### config.mk
export PLATFORM = sky130hd
export DESIGN_NAME = scan_counters
export DESIGN_NICKNAME = d
export VERILOG_FILES = /design/src/verilog/spu_pkg.sv /design/src/verilog/scan_counters.sv
export VERILOG_INCLUDE_DIRS = /design/src /design/src/include
export SDC_FILE = /design/constraint.sdc
export NUM_CORES = 1
export LEC_CHECK = 0
export BUFFER_PORTS_ARGS = -buffer_cell sky130_fd_sc_hd__buf_4
export CAP_MARGIN = 0
export CORE_MARGIN = 1
export CORE_UTILIZATION = 28
export CTS_BUF_LIST = sky130_fd_sc_hd__clkbuf_4 sky130_fd_sc_hd__clkbuf_8 sky130_fd_sc_hd__clkbuf_16
export DETAILED_ROUTE_END_ITERATION = 6
export PLACE_DENSITY = 0.44
export SETUP_SLACK_MARGIN = 0.5
export SYNTH_ARGS = -nofsm -noshare
export SYNTH_HDL_FRONTEND = slang
export SYNTH_SLANG_ARGS = --single-unit
### constraint.sdc
create_clock -name clk -period 1.9 [get_ports clk]
set_input_delay 0 -clock clk [delete_from_list [all_inputs] [get_ports clk]]
set_output_delay 0 -clock clk [all_outputs]
set_load 0.02 [all_outputs]
### src/include/spu_defs.svh
`ifndef SPU_DEFS_SVH
`define SPU_DEFS_SVH

// ---------------------------------------------------------
// sprite table layout
// ---------------------------------------------------------
`define SPU_NUM_SPRITES 32    // descriptors walked per line
`define SPU_DESC_BYTES  8     // bytes per descriptor, addr = num * 8 + field
`define SPU_SFILE_AW    8     // descriptor memory address width

// ---------------------------------------------------------
// raster geometry
// ---------------------------------------------------------
`define SPU_COORD_W     9     // line, pixel and line buffer address width
`define SPU_LINE_PIX    448   // pixel slots per line
`define SPU_VIS_LINES   288   // renderer halted at or past this line

// size field granule, pixels = (field + 1) * unit
`define SPU_SIZE_UNIT   8

// ---------------------------------------------------------
// pixel word
// ---------------------------------------------------------
`define SPU_COLOR_W     6     // colour index
`define SPU_PRI_W       2     // priority against other layers

`endif
### src/verilog/spu_pkg.sv
`default_nettype none

`include "spu_defs.svh"

package spu_pkg;

	typedef logic [`SPU_COORD_W-1:0] coord_t;      // line, pixel, buffer addr
	typedef logic [`SPU_COLOR_W-1:0] pix_color_t;
	typedef logic [`SPU_PRI_W-1:0]   pix_pri_t;

	// byte index within one descriptor, 5..7 unused
	typedef enum logic [2:0] {
		DF_XPOS_L = 3'd0,   // x[7:0]
		DF_XCTL   = 3'd1,   // [0] x[8], [6:1] width field
		DF_YPOS_L = 3'd2,   // y[7:0]
		DF_YCTL   = 3'd3,   // [0] y[8], [6:1] height field, [7] active
		DF_ATTR   = 3'd4    // [7:6] priority, [5:0] colour
	} desc_field_e;

	typedef enum logic [3:0] {
		ST_HALT, ST_YLO, ST_YHI, ST_CHECK, ST_XLO, ST_XHI, ST_ATTR, ST_DRAW, ST_NEXT
	} spu_state_e;

endpackage

`default_nettype wire

### src/verilog/scan_counters.sv
`timescale 1ns/1ps
`default_nettype none

`include "spu_defs.svh"

module scan_counters (
	input  logic            clk,
	input  logic            rst_n,
	input  logic            pre_hline,    // line start, comes with a cbeg
	input  logic            pre_vline,    // frame start, only with pre_hline
	input  logic            cbeg,         // one pixel slot every 4 clocks
	output spu_pkg::coord_t vline,
	output spu_pkg::coord_t pix_x
);

	import spu_pkg::*;

	// ---------------------------------------------------------
	// line counter
	// ---------------------------------------------------------
	always_ff @(posedge clk or negedge rst_n)
	begin
		if (!rst_n)
			vline <= '0;
		else if (pre_hline)
			vline <= pre_vline ? coord_t'(0) : coord_t'(vline + 1'b1);   // frame restart wins
	end

	// ---------------------------------------------------------
	// pixel slot counter
	// ---------------------------------------------------------
	// parks on the last slot if no line strobe shows up in time
	always_ff @(posedge clk or negedge rst_n)
	begin
		if (!rst_n)
			pix_x <= '0;
		else if (pre_hline)
			pix_x <= '0;                                  // beats the coincident cbeg
		else if (cbeg && (pix_x != coord_t'(`SPU_LINE_PIX - 1)))
			pix_x <= pix_x + 1'b1;
	end

endmodule

`default_nettype wire

==> metrics.md, run 1 <==
| Metric | Value |
|---|---|
| Depth of the worst register-to-register path | `4` |
| Sequential-to-total area share from yosys stat | `45.80%` |
| Ys Warns | `0` |
| Post-synthesis instance total | `98` |
| Clock sink count | `18` |
| Placement Rows | `21` |
| Final setup viols | `0` |
| Req. time, crit path | `2.13 ns` |
| FF-to-FF Start | `pix_x[0]` |
| Max-slew headroom at the worst pin | `82.98%` |
| Core Region | `3363 sq um` |
| CP Launch Type | `flip-flop` |
| Tightest Pin Transition | `0.2553 ns` |
| Total die area | `3753 sq um` |
| Die height | `61.27 microns` |
| Tcrit/Tclk final | `76.58%` |
| GRT Overall Usage | `13.11%` |
| Buf/Inv on CP | `0` |
| Port Buf Inserts | `22` |
| Syn Area/Cell | `10.04 sq um` |
| GP Congestion | `0.7610` |
| CP Class | `reg2reg` |
| Drt first pass iters | `4` |
| Fmax | `687.3 MHz` |
| Crit path launch | `pix_x[0]` |
| Via count | `886` |
| Layout Skew | `0.004289 ns` |
| Syn nets | `105` |
| Total wire length | `2.296 mm` |
| CP max stage delay | `0.46 ns` |
| CTS Buf Count | `3` |
| First-pass GRT wire length | `3.594 mm` |
| Synth cell types | `34` |
| Area growth syn-to-layout | `38.42%` |
| CTS tree | `built` |
| DR iter-0 viols | `12` |
| Top cell family by delay on the critical path | `simple AND/OR/NAND/NOR gates` |
| Initial Util | `29.24%` |
| HPWL after detailed placement | `1.534 mm` |
| RSZ-0062 raised after global routing | `yes` |
| Share of cells above drive strength 1 | `41.22%` |
| Layout Nets | `139` |
| Register bit total from synthesis | `18` |
| Worst-path clk slew | `0.11 ns` |
| Clock tree buffer depth | `2` |
| Vias/cell | `5.006` |
| Reg-to-reg endpoint | `pix_x[6]` |
| CP arrival | `1.68 ns` |
| CP Capture Point | `pix_x[6]` |
| Remaining Overflow, GRT | `0` |
| Die X | `61.27 microns` |
| Initial antenna violation count | `0` |
| Max FO, Critical Path | `4` |
| Endpoint type of the worst setup path | `flip-flop` |
| Worst Hold Class | `in2reg` |
| Skew-Pair Late Insertion Delay | `0.29 ns` |
| Levels on crit path | `4` |
| CP cell instances | `ha_4, and4_1, or4_1, a21oi_1` |
| Pin count of the biggest net entering global routing | `25` |
| Pleak | `0.5725 nW` |
| Post-DR wirelength/cell | `12.97 microns` |
| Mapped cell area | `983.4 sq um` |
| # IOs | `23` |
| Final min period | `1.455 ns` |
| Setup_tns | `0 ns` |
| Vias in the first global route | `775` |
| Max cap viols | `0` |
| Hold Vio Cnt, Final | `0` |
| Status | `completed` |
| Max Slew Vio Count | `0` |
| Root buffer cell | `clkbuf_4` |
| Util after Layout | `40.48%` |
| Max VDD drop | `0.2623 mV` |
| H-tree levels | `1` |
| PwrDens | `660.4 nW/um^2` |
| Inserted Diodes | `0` |
| Slowest-stage cell, CP | `or4_1` |
| Final antenna-violating net count | `0` |
| Flop2flop setup slack | `0.44 ns` |
| Post-route DRC violation count | `0` |
[cell families (layout without fill, tap and decap cells)]
kind of cell,count (synthesis),after routing,synth area share [%]
simple gates,39,39,23.54
compound gates,24,24,16.16
flops,18,18,45.80
mux,8,8,9.160
buf+inv,7,40,2.798
fa+ha+maj,2,2,2.544
[synth_stat cells, drive strengths merged]
library cell | instances | area, sq um
dfrtp | 18 | 450.4
nand2 | 8 | 30.03
a21oi | 6 | 30.03
inv | 5 | 18.77
mux2 | 5 | 60.05
nor2 | 5 | 18.77
nand3 | 4 | 30.03
o22ai | 4 | 25.02
or4 | 4 | 30.03
mux2i | 3 | 30.03
nand4 | 3 | 25.02
nor2b | 3 | 18.77
nor3 | 3 | 15.01
o21ai | 3 | 15.01
o31ai | 3 | 22.52
a211oi | 2 | 15.01
and2b | 2 | 15.01
and4 | 2 | 17.52
ha | 2 | 25.02
nand2b | 2 | 12.51
or3 | 2 | 12.51
a311oi | 1 | 8.760
a31oi | 1 | 6.260
a41oi | 1 | 8.760
and2 | 1 | 6.260
buf | 1 | 5.000
clkbuf | 1 | 3.750
o311a | 1 | 10.01
o311ai | 1 | 8.760
o31a | 1 | 8.760
[metal layers]
metal	up-vias	GRT usage (%)	wire, microns
li1	437	-	-
met1	437	19.40	1219
met2	10	18.79	1004
met3	2	2.521	51
met4	0	4.870	20
met5	-	0	0
[sequential cells by signal, summed over array words and instances, names as in the netlist]
register  count
vline         9
pix_x         9
[how the worst min path moves through the flow]
| stage | depth (start not counted) | to | start | slack, ns |
|---|---|---|---|---|
| after global placement | 1 | pix_x[4] | rst_n | -0.10 |
| after detailed placement | 1 | pix_x[5] | rst_n | -0.11 |
| final | 2 | pix_x[6] | pre_hline | 0.04 |
| after floorplan | 0 | pix_x[0] | rst_n | -0.30 |
| after global routing | 2 | pix_x[6] | pre_hline | 0.05 |
| after CTS | 2 | pix_x[6] | pre_hline | 0.02 |
[repair_timing]
item / in CTS / in global routing
setup buffers: 5 / 1
pin swaps: 2 / 4
setup endpoints to repair: 3 / 10
resized for setup: 1 / 4
hold buffers: 2 / 0
endpoints found under the hold margin: 22 / 0
[power by group]
part / total [mW] / switching (mW) / internal [mW]
combinational: 0.204 / 0.104 / 0.100
sequential: 0.456 / 0.0407 / 0.415
clock: 0.240 / 0.123 / 0.117
[area by class of cell]
class	instances	area, sq um
fill	355	2002
multi-input combinational	73	549.3
sequential	18	461.7
timing repair buffer	31	237.7
tap	46	57.56
clock buffer	4	36.28
inverter	5	18.77
[through the flow]
stage | total power, mW | setup WS [ns] | hold WS (ns) | cells | area, sq um
3_5_place_dp | 0.6539 | 0.3732 | -0.1068 | 165 | 1239
5_1_grt | 0.9631 | 0.3851 | 0.04631 | 177 | 1361
2_1_floorplan | 0.5725 | 0.3830 | -0.2956 | 98 | 1017
4_1_cts | 0.9163 | 0.4315 | 0.02316 | 176 | 1340
3_3_place_gp | 0.6510 | 0.4016 | -0.1033 | 165 | 1239
6_report | 0.8990 | 0.4450 | 0.03937 | 177 | 1361
[placed cells by master, fill, tap and decap left out, drive strengths merged]
master / n
a41oi: 1
a21oi: 6
a311oi: 1
o31ai: 3
o311a: 1
o31a: 1
nand4: 3
nand2: 8
o311ai: 1
mux2: 5
dfrtp: 18
o21ai: 3
nor3: 3
nor2: 5
nand2b: 2
inv: 5
o22ai: 4
mux2i: 3
and2b: 2
dlygate4sd3: 2
a31oi: 1
a211oi: 2
ha: 2
buf: 29
nand3: 4
or3: 2
and4: 2
nor2b: 3
clkbuf: 4
or4: 4
and2: 1
Note: power is estimated with default switching activity, not from simulation.
==> run 2, diff against run 1 <==
--- a/config.mk
+++ b/config.mk
@@ -6,6 +6,7 @@
 export SDC_FILE = /design/constraint.sdc
 export NUM_CORES = 1
 export LEC_CHECK = 0
+export ABC_AREA = 1
 export BUFFER_PORTS_ARGS = -buffer_cell sky130_fd_sc_hd__buf_4
 export CAP_MARGIN = 0
 export CORE_MARGIN = 1
==> constraint.sdc (replaced) <==
create_clock -name clk -period 1.5 [get_ports clk]
set_input_delay 0 -clock clk [delete_from_list [all_inputs] [get_ports clk]]
set_output_delay 0 -clock clk [all_outputs]
set_load 0.02 [all_outputs]
==> metrics.md, run 2 <==
| Metric | Value |
|---|---|
| Status | `completed` |
| Max FO, Critical Path | `5 (+1)` |
| Pleak | `0.8272 nW (+44%)` |
| Via count | `1069 (+21%)` |
| Most frequent cell after synthesis | `nand2_1` |
| Drt first pass iters | `4 (unchanged)` |
| Skew-Pair Late Insertion Delay | `0.30 ns (about the same)` |
| Initial Util | `30.07% (+0.83 points)` |
| Worst slack, placed | `0.1681 ns (-0.2051 ns)` |
| Commonest non-fill, non-tap cell in the layout | `buf_4` |
| Max-slew headroom at the worst pin | `82.75% (-0.23 points)` |
| Non-filler cells, final | `233 (+32%)` |
| Crit path launch | `pix_x[1]` |
| Total die area | `3915 sq um (+4.3%)` |
| PwrDens | `625.4 nW/um^2 (-5.3%)` |
| Switching pwr | `310.1 uW (+16%)` |
| Root buffer cell | `clkbuf_4` |
| Setup_tns | `0 ns (unchanged)` |
| Worst-path clk slew | `0.11 ns (about the same)` |
| Number of synthesized flops with an enable pin | `0 (unchanged)` |
| First-pass GRT wire length | `4.685 mm (+30%)` |
| Initial antenna violation count | `0 (unchanged)` |
| Vias/cell | `4.588 (-8.3%)` |
| Most Crowded Layer GR | `met2` |
| GRT Overall Usage | `15.29% (+2.2 points)` |
| Top_reg_cell synth | `dfrtp_1` |
| CTS Buf Count | `3 (unchanged)` |
| Net Sw Frac | `28.86% (-0.87 points)` |
| Area growth syn-to-layout | `67.24%` |
| DR iter-0 viols | `33 (+21)` |
| Port Buf Inserts | `22 (unchanged)` |
| CP arrival | `1.47 ns (-0.21 ns)` |
| H-tree levels | `1 (unchanged)` |
| Core Region | `3416 sq um (+1.6%)` |
| Most frequent cells in the layout | `28 x buf_4, 27 x nand2_1, 19 x buf_6` |
| Syn Area/Cell | `7.666 sq um (-24%)` |
| CP Launch Type | `flip-flop` |
| Final setup viols | `0 (unchanged)` |
| Final setup margin | `0.2387 ns (-0.2063 ns)` |
| Sequential-to-total area share from yosys stat | `43.85% (-2.0 points)` |
| Inserted Diodes | `0 (unchanged)` |
| Worst Hold Class | `in2reg` |
| Fmax | `792.8 MHz (+15%)` |
| Max Slew Vio Count | `0 (unchanged)` |
| Synth cell types | `19 (-44%)` |
| Clock sink count | `18 (unchanged)` |
| GR Util met1 | `18.33% (-1.1 points)` |
| Combinational Power Share | `21.3% (-1.4 points)` |
| # IOs | `23 (unchanged)` |
| CP Class | `reg2reg` |
| Max VDD drop | `0.4484 mV (+71%)` |
| GP Congestion | `0.7213 (-5.2%)` |
| Remaining Overflow, GRT | `0 (unchanged)` |
| Req. time, crit path | `1.71 ns (-0.42 ns)` |
| Post-DR wirelength/cell | `12.23 microns (-5.7%)` |
| Placement Rows | `21 (unchanged)` |
| Yosys top cell by area | `dfrtp_1` |
| Layout Skew | `0.003243 ns (-0.001046 ns)` |
| Ys Warns | `0 (unchanged)` |
| Depth of the worst register-to-register path | `8 (+4)` |
| Async SR Flop Fraction | `100.0% (unchanged)` |
| FF-to-FF Start | `pix_x[1]` |
| Share of cells above drive strength 1 | `47.59% (+6.4 points)` |
| Hold Vio Cnt, Final | `0 (unchanged)` |
| Layout Nets | `195 (+40%)` |
| HPWL after detailed placement | `1.795 mm (+17%)` |
| Top cell type's share of synthesized area | `43.85% (-2.0 points)` |
| Int Power | `764.2 uW (+21%)` |
| Die X | `62.57 microns (+2.1%)` |
| Reg-to-reg endpoint | `pix_x[0]` |
| Syn nets | `141 (+34%)` |
| Power share of the clock group | `29.6% (+2.9 points)` |
| GR Util met3 | `3.832% (+1.3 points)` |
| Regs by FF count | `pix_x: 9 flops, vline: 9 flops` |
| Endpoint type of the worst setup path | `flip-flop` |
| Sequential share of power | `49.0% (-1.7 points)` |
| Top cells by count, synth | `33 x nand2_1, 18 x dfrtp_1, 18 x inv_1` |
| Vias in the first global route | `1023 (+32%)` |
| Post-synthesis instance total | `134 (+37%)` |
| Final min period | `1.261 ns (-0.1937 ns)` |
| Tightest Pin Transition | `0.2587 ns (+0.003405 ns)` |
| Post-route DRC violation count | `0 (unchanged)` |
| Total wire length | `2.850 mm (+24%)` |
| RSZ-0062 raised after global routing | `yes` |
| Flop2flop setup slack | `0.24 ns (-0.21 ns)` |
| Register bit total from synthesis | `18 (unchanged)` |
| Final antenna-violating net count | `0 (unchanged)` |
| CTS tree | `built` |
| Clock tree buffer depth | `2 (unchanged)` |
| Mapped cell area | `1027 sq um (+4.5%)` |
| Placed Instances | `205 (+24%)` |
| Met2 GRT Util | `26.36% (+7.6 points)` |
| CP Capture Point | `pix_x[0]` |
| Pin count of the biggest net entering global routing | `19 (-24%)` |
| Tcrit/Tclk final | `84.09% (+7.5 points)` |
| Die height | `62.57 microns (+2.1%)` |
| Max cap viols | `0 (unchanged)` |
| Area contributors post-synth | `dfrtp_1 44%, nand2_1 12%, nand3_1 8.3%` |
## run 2: changes by cell type in the layout (fill, tap and decap cells not counted), moves of 4 or more
cell / change
buf_6: +19
nand2_1: +19
inv_1: +13
nand3_1: +11
o21ai_1: +7
a21oi_1: -5
nand2_2: +5
nand2_4: +5
nor2_1: +4
o22ai_1: -4
or4_1: -4
## run 2: cell type report
class,count,area [sq um]
Timing Repair Buffer,50,454.2
Tap cell,46,57.56
Clock buffer,4,36.28
Multi-Input combinational cell,97,640.6
Inverter,18,67.56
Fill cell,339,1698
Sequential cell,18,461.7
## run 2: metal layers
layer,part of all wire [%],vias up,wire length (microns)
met4,1.7,0,48
met2,51,20,1466
met3,3.1,6,87
met5,0,-,0
li1,-,541,-
met1,44,502,1246
## run 2: cells by family after synthesis
| logic type | share of synthesized area (%) |
|---|---|
| AND/OR/NAND/NOR | 32.40 |
| buffers and inverters | 8.769 |
| multiplexers | 0.9745 |
| flip-flops | 43.85 |
| XOR/XNOR | 2.558 |
| adder cells (fa/ha/maj) | 2.436 |
| AO/OA/AOI/OAI | 9.013 |
## run 2: how the worst min path moves through the flow
stage	start	end	slack, ns	cells after the start
2_1_floorplan	rst_n	pix_x[0]	-0.30	0
3_3_place_gp	rst_n	vline[8]	-0.11	1
3_5_place_dp	rst_n	pix_x[4]	-0.11	1
4_1_cts	cbeg	pix_x[2]	0.001	3
5_1_grt	cbeg	pix_x[2]	0.03	3
6_report	cbeg	pix_x[2]	0.03	3
## run 2: repair_timing
item	CTS	global route
endpoints found under the setup margin	21	26
gates resized for setup	27	25
hold endpoints to repair	20	0
cloned	1	0
pin swaps	8	6
hold buffers	3	0
setup buffers	15	5
## run 2: worst max-delay path, cell delays in order (launching register included)
cell and delay (ns):
dfrtp_2 0.40, ha_4 0.15, nand2_4 0.06, nor2_4 0.13, nand3_4 0.12, nand2_4 0.12
nand2_2 0.06, nand2_1 0.06, nand2_1 0.05
## run 2: per-stage QoR
step | instance area [sq um] | power [mW] | hold slack [ns] | utilization (%)
floorplan | 1081 | 0.6191 | -0.2956 | -
global placement | 1319 | 0.6801 | -0.1058 | 38.61
detailed placement | 1319 | 0.6787 | -0.1064 | 38.61
CTS | 1609 | 1.060 | 0.001001 | 47.11
global route | 1718 | 1.134 | 0.03266 | 50.29
finish | 1718 | 1.074 | 0.03047 | 50.29
## run 2: power by group through the flow
stage / registers [mW] / clock network [mW] / logic, mW
after CTS: 0.526 / 0.340 / 0.194
after global routing: 0.531 / 0.353 / 0.249
final: 0.527 / 0.318 / 0.229
after detailed placement: 0.540 / 0 / 0.139
after floorplan: 0.558 / 0 / 0.0614
after global placement: 0.539 / 0 / 0.141
