**src/include/spu_defs.svh**
```systemverilog
`ifndef SPU_DEFS_SVH
`define SPU_DEFS_SVH

// ---------------------------------------------------------
// sprite table layout
// ---------------------------------------------------------
`define SPU_NUM_SPRITES 32    // descriptors walked per line
`define SPU_DESC_BYTES  8     // bytes per descriptor, addr = num * 8 + field
`define SPU_SFILE_AW    8     // descriptor memory address width

// ---------------------------------------------------------
// raster geometry
// ---------------------------------------------------------
`define SPU_COORD_W     9     // line, pixel and line buffer address width
`define SPU_LINE_PIX    448   // pixel slots per line
`define SPU_VIS_LINES   288   // renderer halted at or past this line

// size field granule, pixels = (field + 1) * unit
`define SPU_SIZE_UNIT   8

// ---------------------------------------------------------
// pixel word
// ---------------------------------------------------------
`define SPU_COLOR_W     6     // colour index
`define SPU_PRI_W       2     // priority against other layers

`endif
```
**src/verilog/spu_pkg.sv**
```systemverilog
`default_nettype none

`include "spu_defs.svh"

package spu_pkg;

	typedef logic [`SPU_COORD_W-1:0] coord_t;      // line, pixel, buffer addr
	typedef logic [`SPU_COLOR_W-1:0] pix_color_t;
	typedef logic [`SPU_PRI_W-1:0]   pix_pri_t;

	// byte index within one descriptor, 5..7 unused
	typedef enum logic [2:0] {
		DF_XPOS_L = 3'd0,   // x[7:0]
		DF_XCTL   = 3'd1,   // [0] x[8], [6:1] width field
		DF_YPOS_L = 3'd2,   // y[7:0]
		DF_YCTL   = 3'd3,   // [0] y[8], [6:1] height field, [7] active
		DF_ATTR   = 3'd4    // [7:6] priority, [5:0] colour
	} desc_field_e;

	typedef enum logic [3:0] {
		ST_HALT, ST_YLO, ST_YHI, ST_CHECK, ST_XLO, ST_XHI, ST_ATTR, ST_DRAW, ST_NEXT
	} spu_state_e;

endpackage

`default_nettype wire

```
**src/verilog/sprite_fsm.sv**
```systemverilog
`timescale 1ns/1ps
`default_nettype none

`include "spu_defs.svh"

module sprite_fsm (
	input  logic                       clk,
	input  logic                       rst_n,
	input  logic                       spu_en,
	input  logic                       pre_hline,
	input  spu_pkg::coord_t            vline,
	input  logic                       active,
	input  logic                       line_hit,
	input  spu_pkg::coord_t            xpos,
	input  spu_pkg::coord_t            xsize,       // width minus one
	input  spu_pkg::pix_color_t        color,
	input  spu_pkg::pix_pri_t          pri,
	output logic [`SPU_SFILE_AW-1:0]   sfile_addr,
	output spu_pkg::desc_field_e       desc_field,  // byte arriving on sfile_data
	output logic                       desc_load,
	output logic                       lb_we,
	output spu_pkg::coord_t            lb_waddr,
	output spu_pkg::pix_color_t        lb_color,
	output spu_pkg::pix_pri_t          lb_pri
);

	import spu_pkg::*;

	localparam int AW   = `SPU_SFILE_AW;
	localparam int SN_W = $clog2(`SPU_NUM_SPRITES);

	spu_state_e      state;
	logic [SN_W-1:0] snum;          // sprite being processed
	coord_t          span_cnt;      // pixels left after the current one
	desc_field_e     rd_field;      // byte requested this cycle
	coord_t          next_line;
	logic            next_vis;
	logic            last_sprite;
	logic            span_end;

	assign next_line   = vline + 1'b1;                // line the counter steps to
	assign next_vis    = (next_line < `SPU_VIS_LINES);
	assign last_sprite = (snum == SN_W'(`SPU_NUM_SPRITES - 1));
	assign span_end    = (span_cnt == '0) || (&lb_waddr);   // width done or right edge

	// ---------------------------------------------------------
	// descriptor reads, data returns one clock later
	// ---------------------------------------------------------
	always_comb
	begin
		case (state)
			ST_YLO:   rd_field = DF_YPOS_L;
			ST_YHI:   rd_field = DF_YCTL;
			ST_CHECK: rd_field = DF_XPOS_L;           // speculative, dropped on a miss
			ST_XLO:   rd_field = DF_XCTL;
			ST_XHI:   rd_field = DF_ATTR;
			default:  rd_field = DF_YPOS_L;
		endcase
	end

	assign sfile_addr = AW'(snum * `SPU_DESC_BYTES + rd_field);

	// load strobe trails the request by one state
	always_comb
	begin
		desc_load  = 1'b1;
		desc_field = DF_YPOS_L;
		case (state)
			ST_YHI:   desc_field = DF_YPOS_L;
			ST_CHECK: desc_field = DF_YCTL;
			ST_XLO:   desc_field = DF_XPOS_L;
			ST_XHI:   desc_field = DF_XCTL;
			ST_ATTR:  desc_field = DF_ATTR;
			default:  desc_load  = 1'b0;
		endcase
	end

	// ---------------------------------------------------------
	// sequencer
	// ---------------------------------------------------------
	always_ff @(posedge clk or negedge rst_n)
	begin
		if (!rst_n)
		begin
			state <= ST_HALT;
			snum  <= '0;
		end
		else if (pre_hline)
		begin
			snum  <= '0;                              // unfinished work is dropped
			state <= (spu_en && next_vis) ? ST_YLO : ST_HALT;
		end
		else
		begin
			case (state)
				ST_HALT:  state <= ST_HALT;
				ST_YLO:   state <= ST_YHI;
				ST_YHI:   state <= ST_CHECK;
				ST_CHECK: state <= (active && line_hit) ? ST_XLO : ST_NEXT;
				ST_XLO:   state <= ST_XHI;
				ST_XHI:   state <= ST_ATTR;
				ST_ATTR:  state <= ST_DRAW;
				ST_DRAW:
				begin
					if (span_end)
						state <= ST_NEXT;
				end
				ST_NEXT:
				begin
					if (last_sprite)
						state <= ST_HALT;
					else
					begin
						snum  <= snum + 1'b1;
						state <= ST_YLO;
					end
				end
				default:  state <= ST_HALT;
			endcase
		end
	end

	// span walker, xpos and xsize are complete by ST_ATTR
	always_ff @(posedge clk)
	begin
		if (state == ST_ATTR)
		begin
			lb_waddr <= xpos;
			span_cnt <= xsize;
		end
		else if ((state == ST_DRAW) && !span_end)
		begin
			lb_waddr <= lb_waddr + 1'b1;
			span_cnt <= span_cnt - 1'b1;
		end
	end

	assign lb_we    = (state == ST_DRAW);    // one pixel per clock
	assign lb_color = color;                  // solid fill from the attribute byte
	assign lb_pri   = pri;

endmodule

`default_nettype wire

```
**config.mk**
```make
export PLATFORM = sky130hd
export DESIGN_NAME = sprite_fsm
export DESIGN_NICKNAME = d
export VERILOG_FILES = /design/src/verilog/spu_pkg.sv /design/src/verilog/sprite_fsm.sv
export VERILOG_INCLUDE_DIRS = /design/src /design/src/include
export SDC_FILE = /design/constraint.sdc
export NUM_CORES = 1
export LEC_CHECK = 0
export BUFFER_PORTS_ARGS = -buffer_cell sky130_fd_sc_hd__buf_2
export CORE_MARGIN = 2
export CORE_UTILIZATION = 48
export DETAILED_ROUTE_END_ITERATION = 8
export GPL_TIMING_DRIVEN = 0
export PLACE_DENSITY = 0.87
export SYNTH_ARGS = -nofsm -noshare
export SYNTH_HDL_FRONTEND = slang
export SYNTH_SLANG_ARGS = --single-unit
```
**constraint.sdc**
```tcl
create_clock -name clk -period 2.98 [get_ports clk]
set_input_delay 0.298 -clock clk [delete_from_list [all_inputs] [get_ports clk]]
set_output_delay 0.298 -clock clk [all_outputs]
set_load 0.05 [all_outputs]
```
==> results.py, run 1 <==
metrics = {
    "cts": {
        "cts.clk_slew.worst_paths_ns": 0.14,
        "cts_resized": 0,
        "hold_buffers": 1,
        "h-tree-depth": 1,
        "root_buffer": "clkbuf_4",
        "cts.sinks": 27,
        "cts_tree": "built",
        "cts_setup_buffers": 0,
        "clk_path_buf_depth": 2,
        "clock_latency_ns": 0.32,
        "cts_buffers": 3,
    },
    "route": {
        "dr.pass1.iters": 4,
        "vias": 1444,
        "drt-total-wl_um": 3410,
        "wl_per_cell_um": 12.0,
        "drcViolationCount": 0,
        "drt_iter0_markers": 97,
        "via_per_inst": 5.08,
        "antenna_left": 0,
    },
    "timing": {
        "setup-tns-final_ns": 0,
        "hold_viol": 0,
        "min_period_ns": 2.49,
        "maxSlewViolCount": 0,
        "relSlewSlack_pct": 39.9,
        "skew_ns": 0.00845,
        "worst_slack_ns": 0.490,
        "fmax_mhz": 402,
        "setup_viol": 0,
        "tightestPinTransition_ns": 0.902,
        "grt_setup_unrepaired": "false",
        "timing.final.crit_share_pct": 83.5,
    },
    "grt": {
        "antenna_found_initial": 0,
        "grt_pass1_vias": 1412,
        "grt_max_degree": 19,
        "overflow": 0,
        "grt_pass1_wl_um": 5970,
        "grtUsageTotal_pct": 18.3,
    },
    "synth": {
        "yosys.area.top_type": "edfxtp_1",
        "async_flop_share_pct": 33.3,
        "synthCells": 172,
        "ys_seq_area_share_pct": 45.5,
        "synth.most_common_cell": "nand2_1",
        "synth_commonest_cells": "nand2_1 (22), o21ai_0 (19), edfxtp_1 (18), xnor2_1 (12), nor2_1 (10)",
        "ys_ff_latch": 27,
        "ys_warn_count": 0,
        "syn-num-nets": 218,
        "synth_cell_type_count": 39,
        "synth_area_leaders": "edfxtp_1 (32%), dfrtp_1 (13%), xnor2_1 (6.2%), o21ai_0 (5.7%), nand2_1 (4.9%)",
        "synth_top_area_share_pct": 32.1,
        "synth_flop_cell": "edfxtp_1",
        "syn_area_per_cell_um2": 9.78,
        "synth_edf_count": 18,
        "synth_area_um2": 1680,
    },
    "placement": {
        "gp_congestion": 0.838,
        "hpwlAfterDp_um": 2610,
        "pre_cts_slack_ns": 0.598,
        "dpl-instance-area_um2": 2050,
        "io_buffer_count": 61,
        "place_inst": 279,
    },
    "worst_setup_path": {
        "critPathMaxFanout": 10,
        "startpoint_type": "flop",
        "end_kind": "output pin",
        "worstSetupPathType": "flop to output pin",
        "startpoint": "state[3]",
        "worstPathRequired_ns": 2.68,
        "critPathArrivalTime_ns": 2.19,
        "r2r-start": "lb_waddr[0]",
    },
    "floorplanning": {
        "die-area_um2": 4000,
        "dieWidth_um": 63.2,
        "num_rows": 21,
        "chipHeight_um": 63.2,
        "core_um2": 3360,
        "top_level_ports": 71,
        "initial_core_util_pct": 50.0,
    },
    "layout": {
        "antenna_cells": 0,
        "nets": 285,
        "n_fill_cell": 317,
        "layout.cells.non_filler": 284,
        "drive_gt1_share_pct": 37.0,
        "syn2layout_area_growth_pct": 24.0,
        "postLayoutCellArea_um2": 2090,
    },
    "power": {
        "power_density_nw_per_um2": 323,
        "power_mw": 0.674,
        "seqPwrFrac_pct": 59.7,
        "peakVddDrop_mv": 0.167,
        "power.clock.fraction_pct": 23.5,
        "p_sw_mw": 0.179,
        "combPwrFrac_pct": 16.9,
        "intPower_mw": 0.495,
        "switching_share_pct": 26.5,
        "p_leak_nw": 0.904,
    },
    "status": {
        "outcome": "finished, final reports clean",
    },
    "hold_path": {
        "min_from": "spu_en",
        "holdCritPathClass": "input port to flop",
    },
    "flow_run": {
        "cap_violations": 0,
    },
}
per-layer routing:
layer  share of wire, %  up-vias  GRT usage (%)
li1                   -      733              -
met1                 44      647           23.6
met2                 48       60           32.6
met3                7.4        4           2.86
met4               0.50        0           3.80
met5                  0        -              0
final cells by class:
type	count	area, um^2	share of cell area (%)
clock buffers	3	22.5	1.08
repair buffers	62	315	15.1
flip-flops and latches	27	766	36.7
well taps	46	57.6	2.76
plain buffers	17	111	5.34
multi-input cells	124	795	38.1
clock inverters	1	5.00	0.240
inverters	4	15.0	0.719
kinds of logic (layout without fill, tap and decap cells):
family,after synthesis,count (layout),share of synthesized area (%)
compound gates,35,35,12.2
xor+xnor,16,16,8.33
fa+ha+maj,5,5,3.72
buf+inv,21,87,7.51
flops,27,27,45.5
mux,4,4,2.60
simple gates,64,64,20.1
state kept, by name (all words and copies together) (netlist names):
register and count:
lb_waddr 9, snum 5, span_cnt 9, state 4
power by group through the flow:
stage	clock, mW	sequential [mW]	combinational, mW
after floorplan	0	0.411	0.0757
after global placement	0	0.410	0.112
after detailed placement	0	0.410	0.113
after CTS	0.165	0.402	0.114
after global routing	0.188	0.403	0.123
final	0.158	0.402	0.114
cells in the final DEF (no fill, tap or decap), types with 2 or more instances in the layout:
cell type,Yosys,routed
nor2_1,10,10
a21oi_1,6,6
a21o_1,4,4
dfrtp_1,9,9
xnor2_1,12,12
or4b_1,2,2
ha_1,5,5
edfxtp_1,18,18
buf_2,5,66
nand2b_1,5,5
buf_4,9,9
xor2_1,4,4
and3_1,4,4
mux2_2,3,3
inv_1,4,4
nand3_1,7,7
clkbuf_1,2,2
nor3_1,2,2
o21ai_0,19,18
nand2_1,22,22
clkbuf_4,0,3
nor3b_1,2,2
worst max-delay path, cell delays in order (launching register included):
cell and delay, ns:
dfrtp_1 0.38, buf_2 0.16, or2b_1 0.29, nor2_1 0.42, buf_2 0.32, buf_2 0.30
path summary, 6_finish.rpt:
path / endpoint / slack (ns) / depth (start not counted)
setup / recovery: desc_field[2] / 0.49 / 5
hold / removal: state[0] / 0.21 / 2
setup reg to reg: span_cnt[1] / 0.59 / 6
hold reg to reg: snum[3] / 0.58 / 2
max in group asynchronous: state[2] / 2.45 / 2
min in group asynchronous: snum[0] / 0.33 / 2
through the flow:
stage	util (%)	hold WS, ns
2_1_floorplan	-	0.00241
3_3_place_gp	60.8	0.161
3_5_place_dp	60.9	0.166
4_1_cts	62.1	0.202
5_1_grt	62.1	0.192
6_report	62.1	0.210
Note: power is estimated with default switching activity, not from simulation.
==> run 2, diff against run 1 <==
Settings changed: ABC_AREA from default to 1, CORE_UTILIZATION 48 to 44, PLACE_DENSITY 0.87 to 0.83.
Clock period 2.98 ns to 2.1 ns, I/O delays scaled along.
==> results.py, run 2 <==
metrics = {
    "status": {
        "outcome": "finished, final reports clean",
    },
    "synth": {
        "synth_commonest_cells": "nand2_1 (79), inv_1 (31), nor2_1 (21), edfxtp_1 (18), nand3_1 (15)",
        "syn-num-nets": 280,
        "synth_cell_type_count": 27,
        "synth_top_area_share_pct": 30.2,
        "ys_ff_latch": 27,
        "async_flop_share_pct": 33.3,
        "ys_seq_area_share_pct": 42.7,
        "synth.most_common_cell": "nand2_1",
        "synth_flop_cell": "edfxtp_1",
        "yosys.area.top_type": "edfxtp_1",
        "synthCells": 234,
        "synth_edf_count": 18,
        "synth_area_um2": 1790,
        "synth_area_leaders": "edfxtp_1 (30%), nand2_1 (17%), dfrtp_1 (13%), inv_1 (6.5%), nor2_1 (4.4%)",
        "ys_warn_count": 0,
        "syn_area_per_cell_um2": 7.66,
    },
    "layout": {
        "postLayoutCellArea_um2": 2250,
        "drive_gt1_share_pct": 30.5,
        "top_regs": "lb_waddr x9, span_cnt x9, snum x5",
        "multi_input_area_um2": 831,
        "layout_commonest_cell": "nand2_1",
        "nets": 349,
        "ff_latch_area_um2": 766,
        "n_fill_cell": 397,
        "antenna_cells": 0,
        "layout_common_cells": "nand2_1 (78), buf_2 (62), inv_1 (31)",
        "syn2layout_area_growth_pct": 25.3,
    },
    "hold_path": {
        "holdCritPathClass": "input port to flop",
        "whs_path_depth": 2,
        "min_from": "pre_hline",
        "min_to": "snum[4]",
    },
    "worst_setup_path": {
        "r2r_cells": 9,
        "cp_num_cells": 9,
        "r2r-end": "span_cnt[3]",
        "path_delay_family": "simple AND/OR/NAND/NOR gates",
        "critPathArrivalTime_ns": 1.91,
        "worstSetupPathType": "flop to flop",
        "critPathMaxFanout": 9,
        "worst-path-buf-inv": 0,
        "slowest_delay_ns": 0.44,
        "r2r-start": "lb_waddr[0]",
        "r2r_slack_ns": 0.17,
        "end_kind": "flop",
        "worstPathRequired_ns": 2.08,
        "cp_cell_sequence": "ha_2 > nand3_1 > nor2_1 > nand2_1 > nor2_1 > ha_1 > nor2_2 > nand2_1 > nand2_4",
        "startpoint_type": "flop",
        "slowest_stage": "edfxtp_1",
    },
    "timing": {
        "setup-tns-final_ns": 0,
        "maxSlewViolCount": 0,
        "setup_viol": 0,
        "min_period_ns": 1.93,
        "fmax_mhz": 519,
        "relSlewSlack_pct": 83.3,
        "hold_viol": 0,
        "worst_slack_ns": 0.174,
        "holdWs_ns": 0.143,
        "grt_setup_unrepaired": "false",
        "timing.final.crit_share_pct": 91.7,
        "skew_ns": 0.00362,
        "tightestPinTransition_ns": 0.248,
    },
    "flow_run": {
        "cap_violations": 0,
    },
    "route": {
        "vias": 1680,
        "antenna_left": 0,
        "drt-total-wl_um": 3830,
        "via_per_inst": 4.77,
        "wl_per_cell_um": 10.9,
        "drcViolationCount": 0,
        "dr.pass1.iters": 4,
        "drt_iter0_markers": 63,
    },
    "floorplanning": {
        "initial_core_util_pct": 45.1,
        "num_rows": 23,
        "dieWidth_um": 67.8,
        "core_um2": 3970,
        "die-area_um2": 4600,
        "top_level_ports": 71,
        "chipHeight_um": 67.8,
    },
    "grt": {
        "antenna_found_initial": 0,
        "grt_max_degree": 19,
        "grt_pass1_wl_um": 6220,
        "grt_pass1_vias": 1480,
        "grtUsageTotal_pct": 17.6,
        "overflow": 0,
    },
    "cts": {
        "clock_latency_ns": 0.27,
        "cts_buffers": 3,
        "h-tree-depth": 1,
        "root_buffer": "clkbuf_8",
        "cts.clk_slew.worst_paths_ns": 0.09,
        "clk_path_buf_depth": 2,
        "cts_tree": "built",
        "cts.sinks": 27,
    },
    "placement": {
        "gp_congestion": 0.842,
        "io_buffer_count": 62,
        "dpl-instance-area_um2": 2180,
        "pre_cts_slack_ns": 0.157,
        "hpwlAfterDp_um": 2970,
    },
    "power": {
        "switching_share_pct": 26.4,
        "p_leak_nw": 1.16,
        "intPower_mw": 0.760,
        "power_density_nw_per_um2": 460,
        "power.clock.fraction_pct": 28.8,
        "peakVddDrop_mv": 0.247,
        "combPwrFrac_pct": 15.5,
        "seqPwrFrac_pct": 55.7,
        "p_sw_mw": 0.272,
    },
}
-- run 2: cell count changes after synthesis, sizes merged, moves of 5 or more --
cell,previous run,this run
nand2,22,80
inv,4,32
nor2,11,25
xnor2,12,1
nand3,7,16
nand2b,5,0
-- run 2: cell families (layout without fill, tap and decap cells) --
kind of cell | after synthesis | after routing | synth area share [%]
buffers and inverters | 44 | 111 | 12.4
flip-flops | 27 | 27 | 42.7
AND/OR/NAND/NOR | 129 | 130 | 31.7
XOR/XNOR | 5 | 5 | 2.44
adder cells (fa/ha/maj) | 5 | 5 | 3.49
AO/OA/AOI/OAI | 24 | 24 | 7.26
-- run 2: layer usage --
metal | vias to the layer above | global-route usage (%) | part of all wire (%)
met5 | - | 0 | 0
met4 | 0 | 5.50 | 0.55
met3 | 4 | 2.63 | 5.4
met2 | 54 | 30.8 | 49
met1 | 747 | 22.4 | 45
li1 | 875 | - | -
-- run 2: power groups by stage --
stage                     Clock [mW]  Sequential (mW)  Combinational, mW
after detailed placement           0            0.587              0.159
after floorplan                    0            0.588              0.102
after global routing           0.320            0.577              0.176
final                          0.297            0.575              0.160
after global placement             0            0.587              0.156
after CTS                      0.305            0.575              0.161
-- run 2: timing repair --
item                                    4_1_cts  5_1_grt
endpoints found under the hold margin         9        0
setup buffers                                 0        0
hold buffers                                  1        0
resized for setup                             0        1
endpoints found under the setup margin        0       18
-- run 2: worst max-delay path by stage --
stage | startpoint | slack, ns | to
2_1_floorplan | lb_waddr[1] | 0.005 | lb_waddr[0]
3_3_place_gp | lb_waddr[0] | 0.18 | lb_waddr[0]
3_5_place_dp | lb_waddr[0] | 0.16 | lb_waddr[1]
4_1_cts | lb_waddr[0] | 0.15 | lb_waddr[1]
5_1_grt | lb_waddr[0] | 0.03 | lb_waddr[3]
6_report | lb_waddr[0] | 0.17 | span_cnt[3]
-- run 2: metrics by stage --
stage          power (mW)  utilization [%]  std cells
6_report             1.03             56.6        352
5_1_grt              1.07             56.6        352
4_1_cts              1.04             56.3        351
3_5_place_dp        0.746             54.9        346
3_3_place_gp        0.742             54.9        346
2_1_floorplan       0.690                -        234
-- run 2: cell type report --
class | instances | share of cell area (%)
plain buffers | 11 | 4.18
clock buffers | 4 | 2.01
inverters | 33 | 5.68
multi-input cells | 164 | 37.0
flip-flops and latches | 27 | 34.1
well taps | 50 | 2.79
repair buffers | 63 | 14.3
-- run 2: worst reg2reg max path, stage by stage (launching register included) --
cell	delay (ns)
edfxtp_1	0.44
ha_2	0.21
nand3_1	0.11
nor2_1	0.06
nand2_1	0.08
nor2_1	0.05
ha_1	0.19
nor2_2	0.16
nand2_1	0.16
nand2_4	0.19
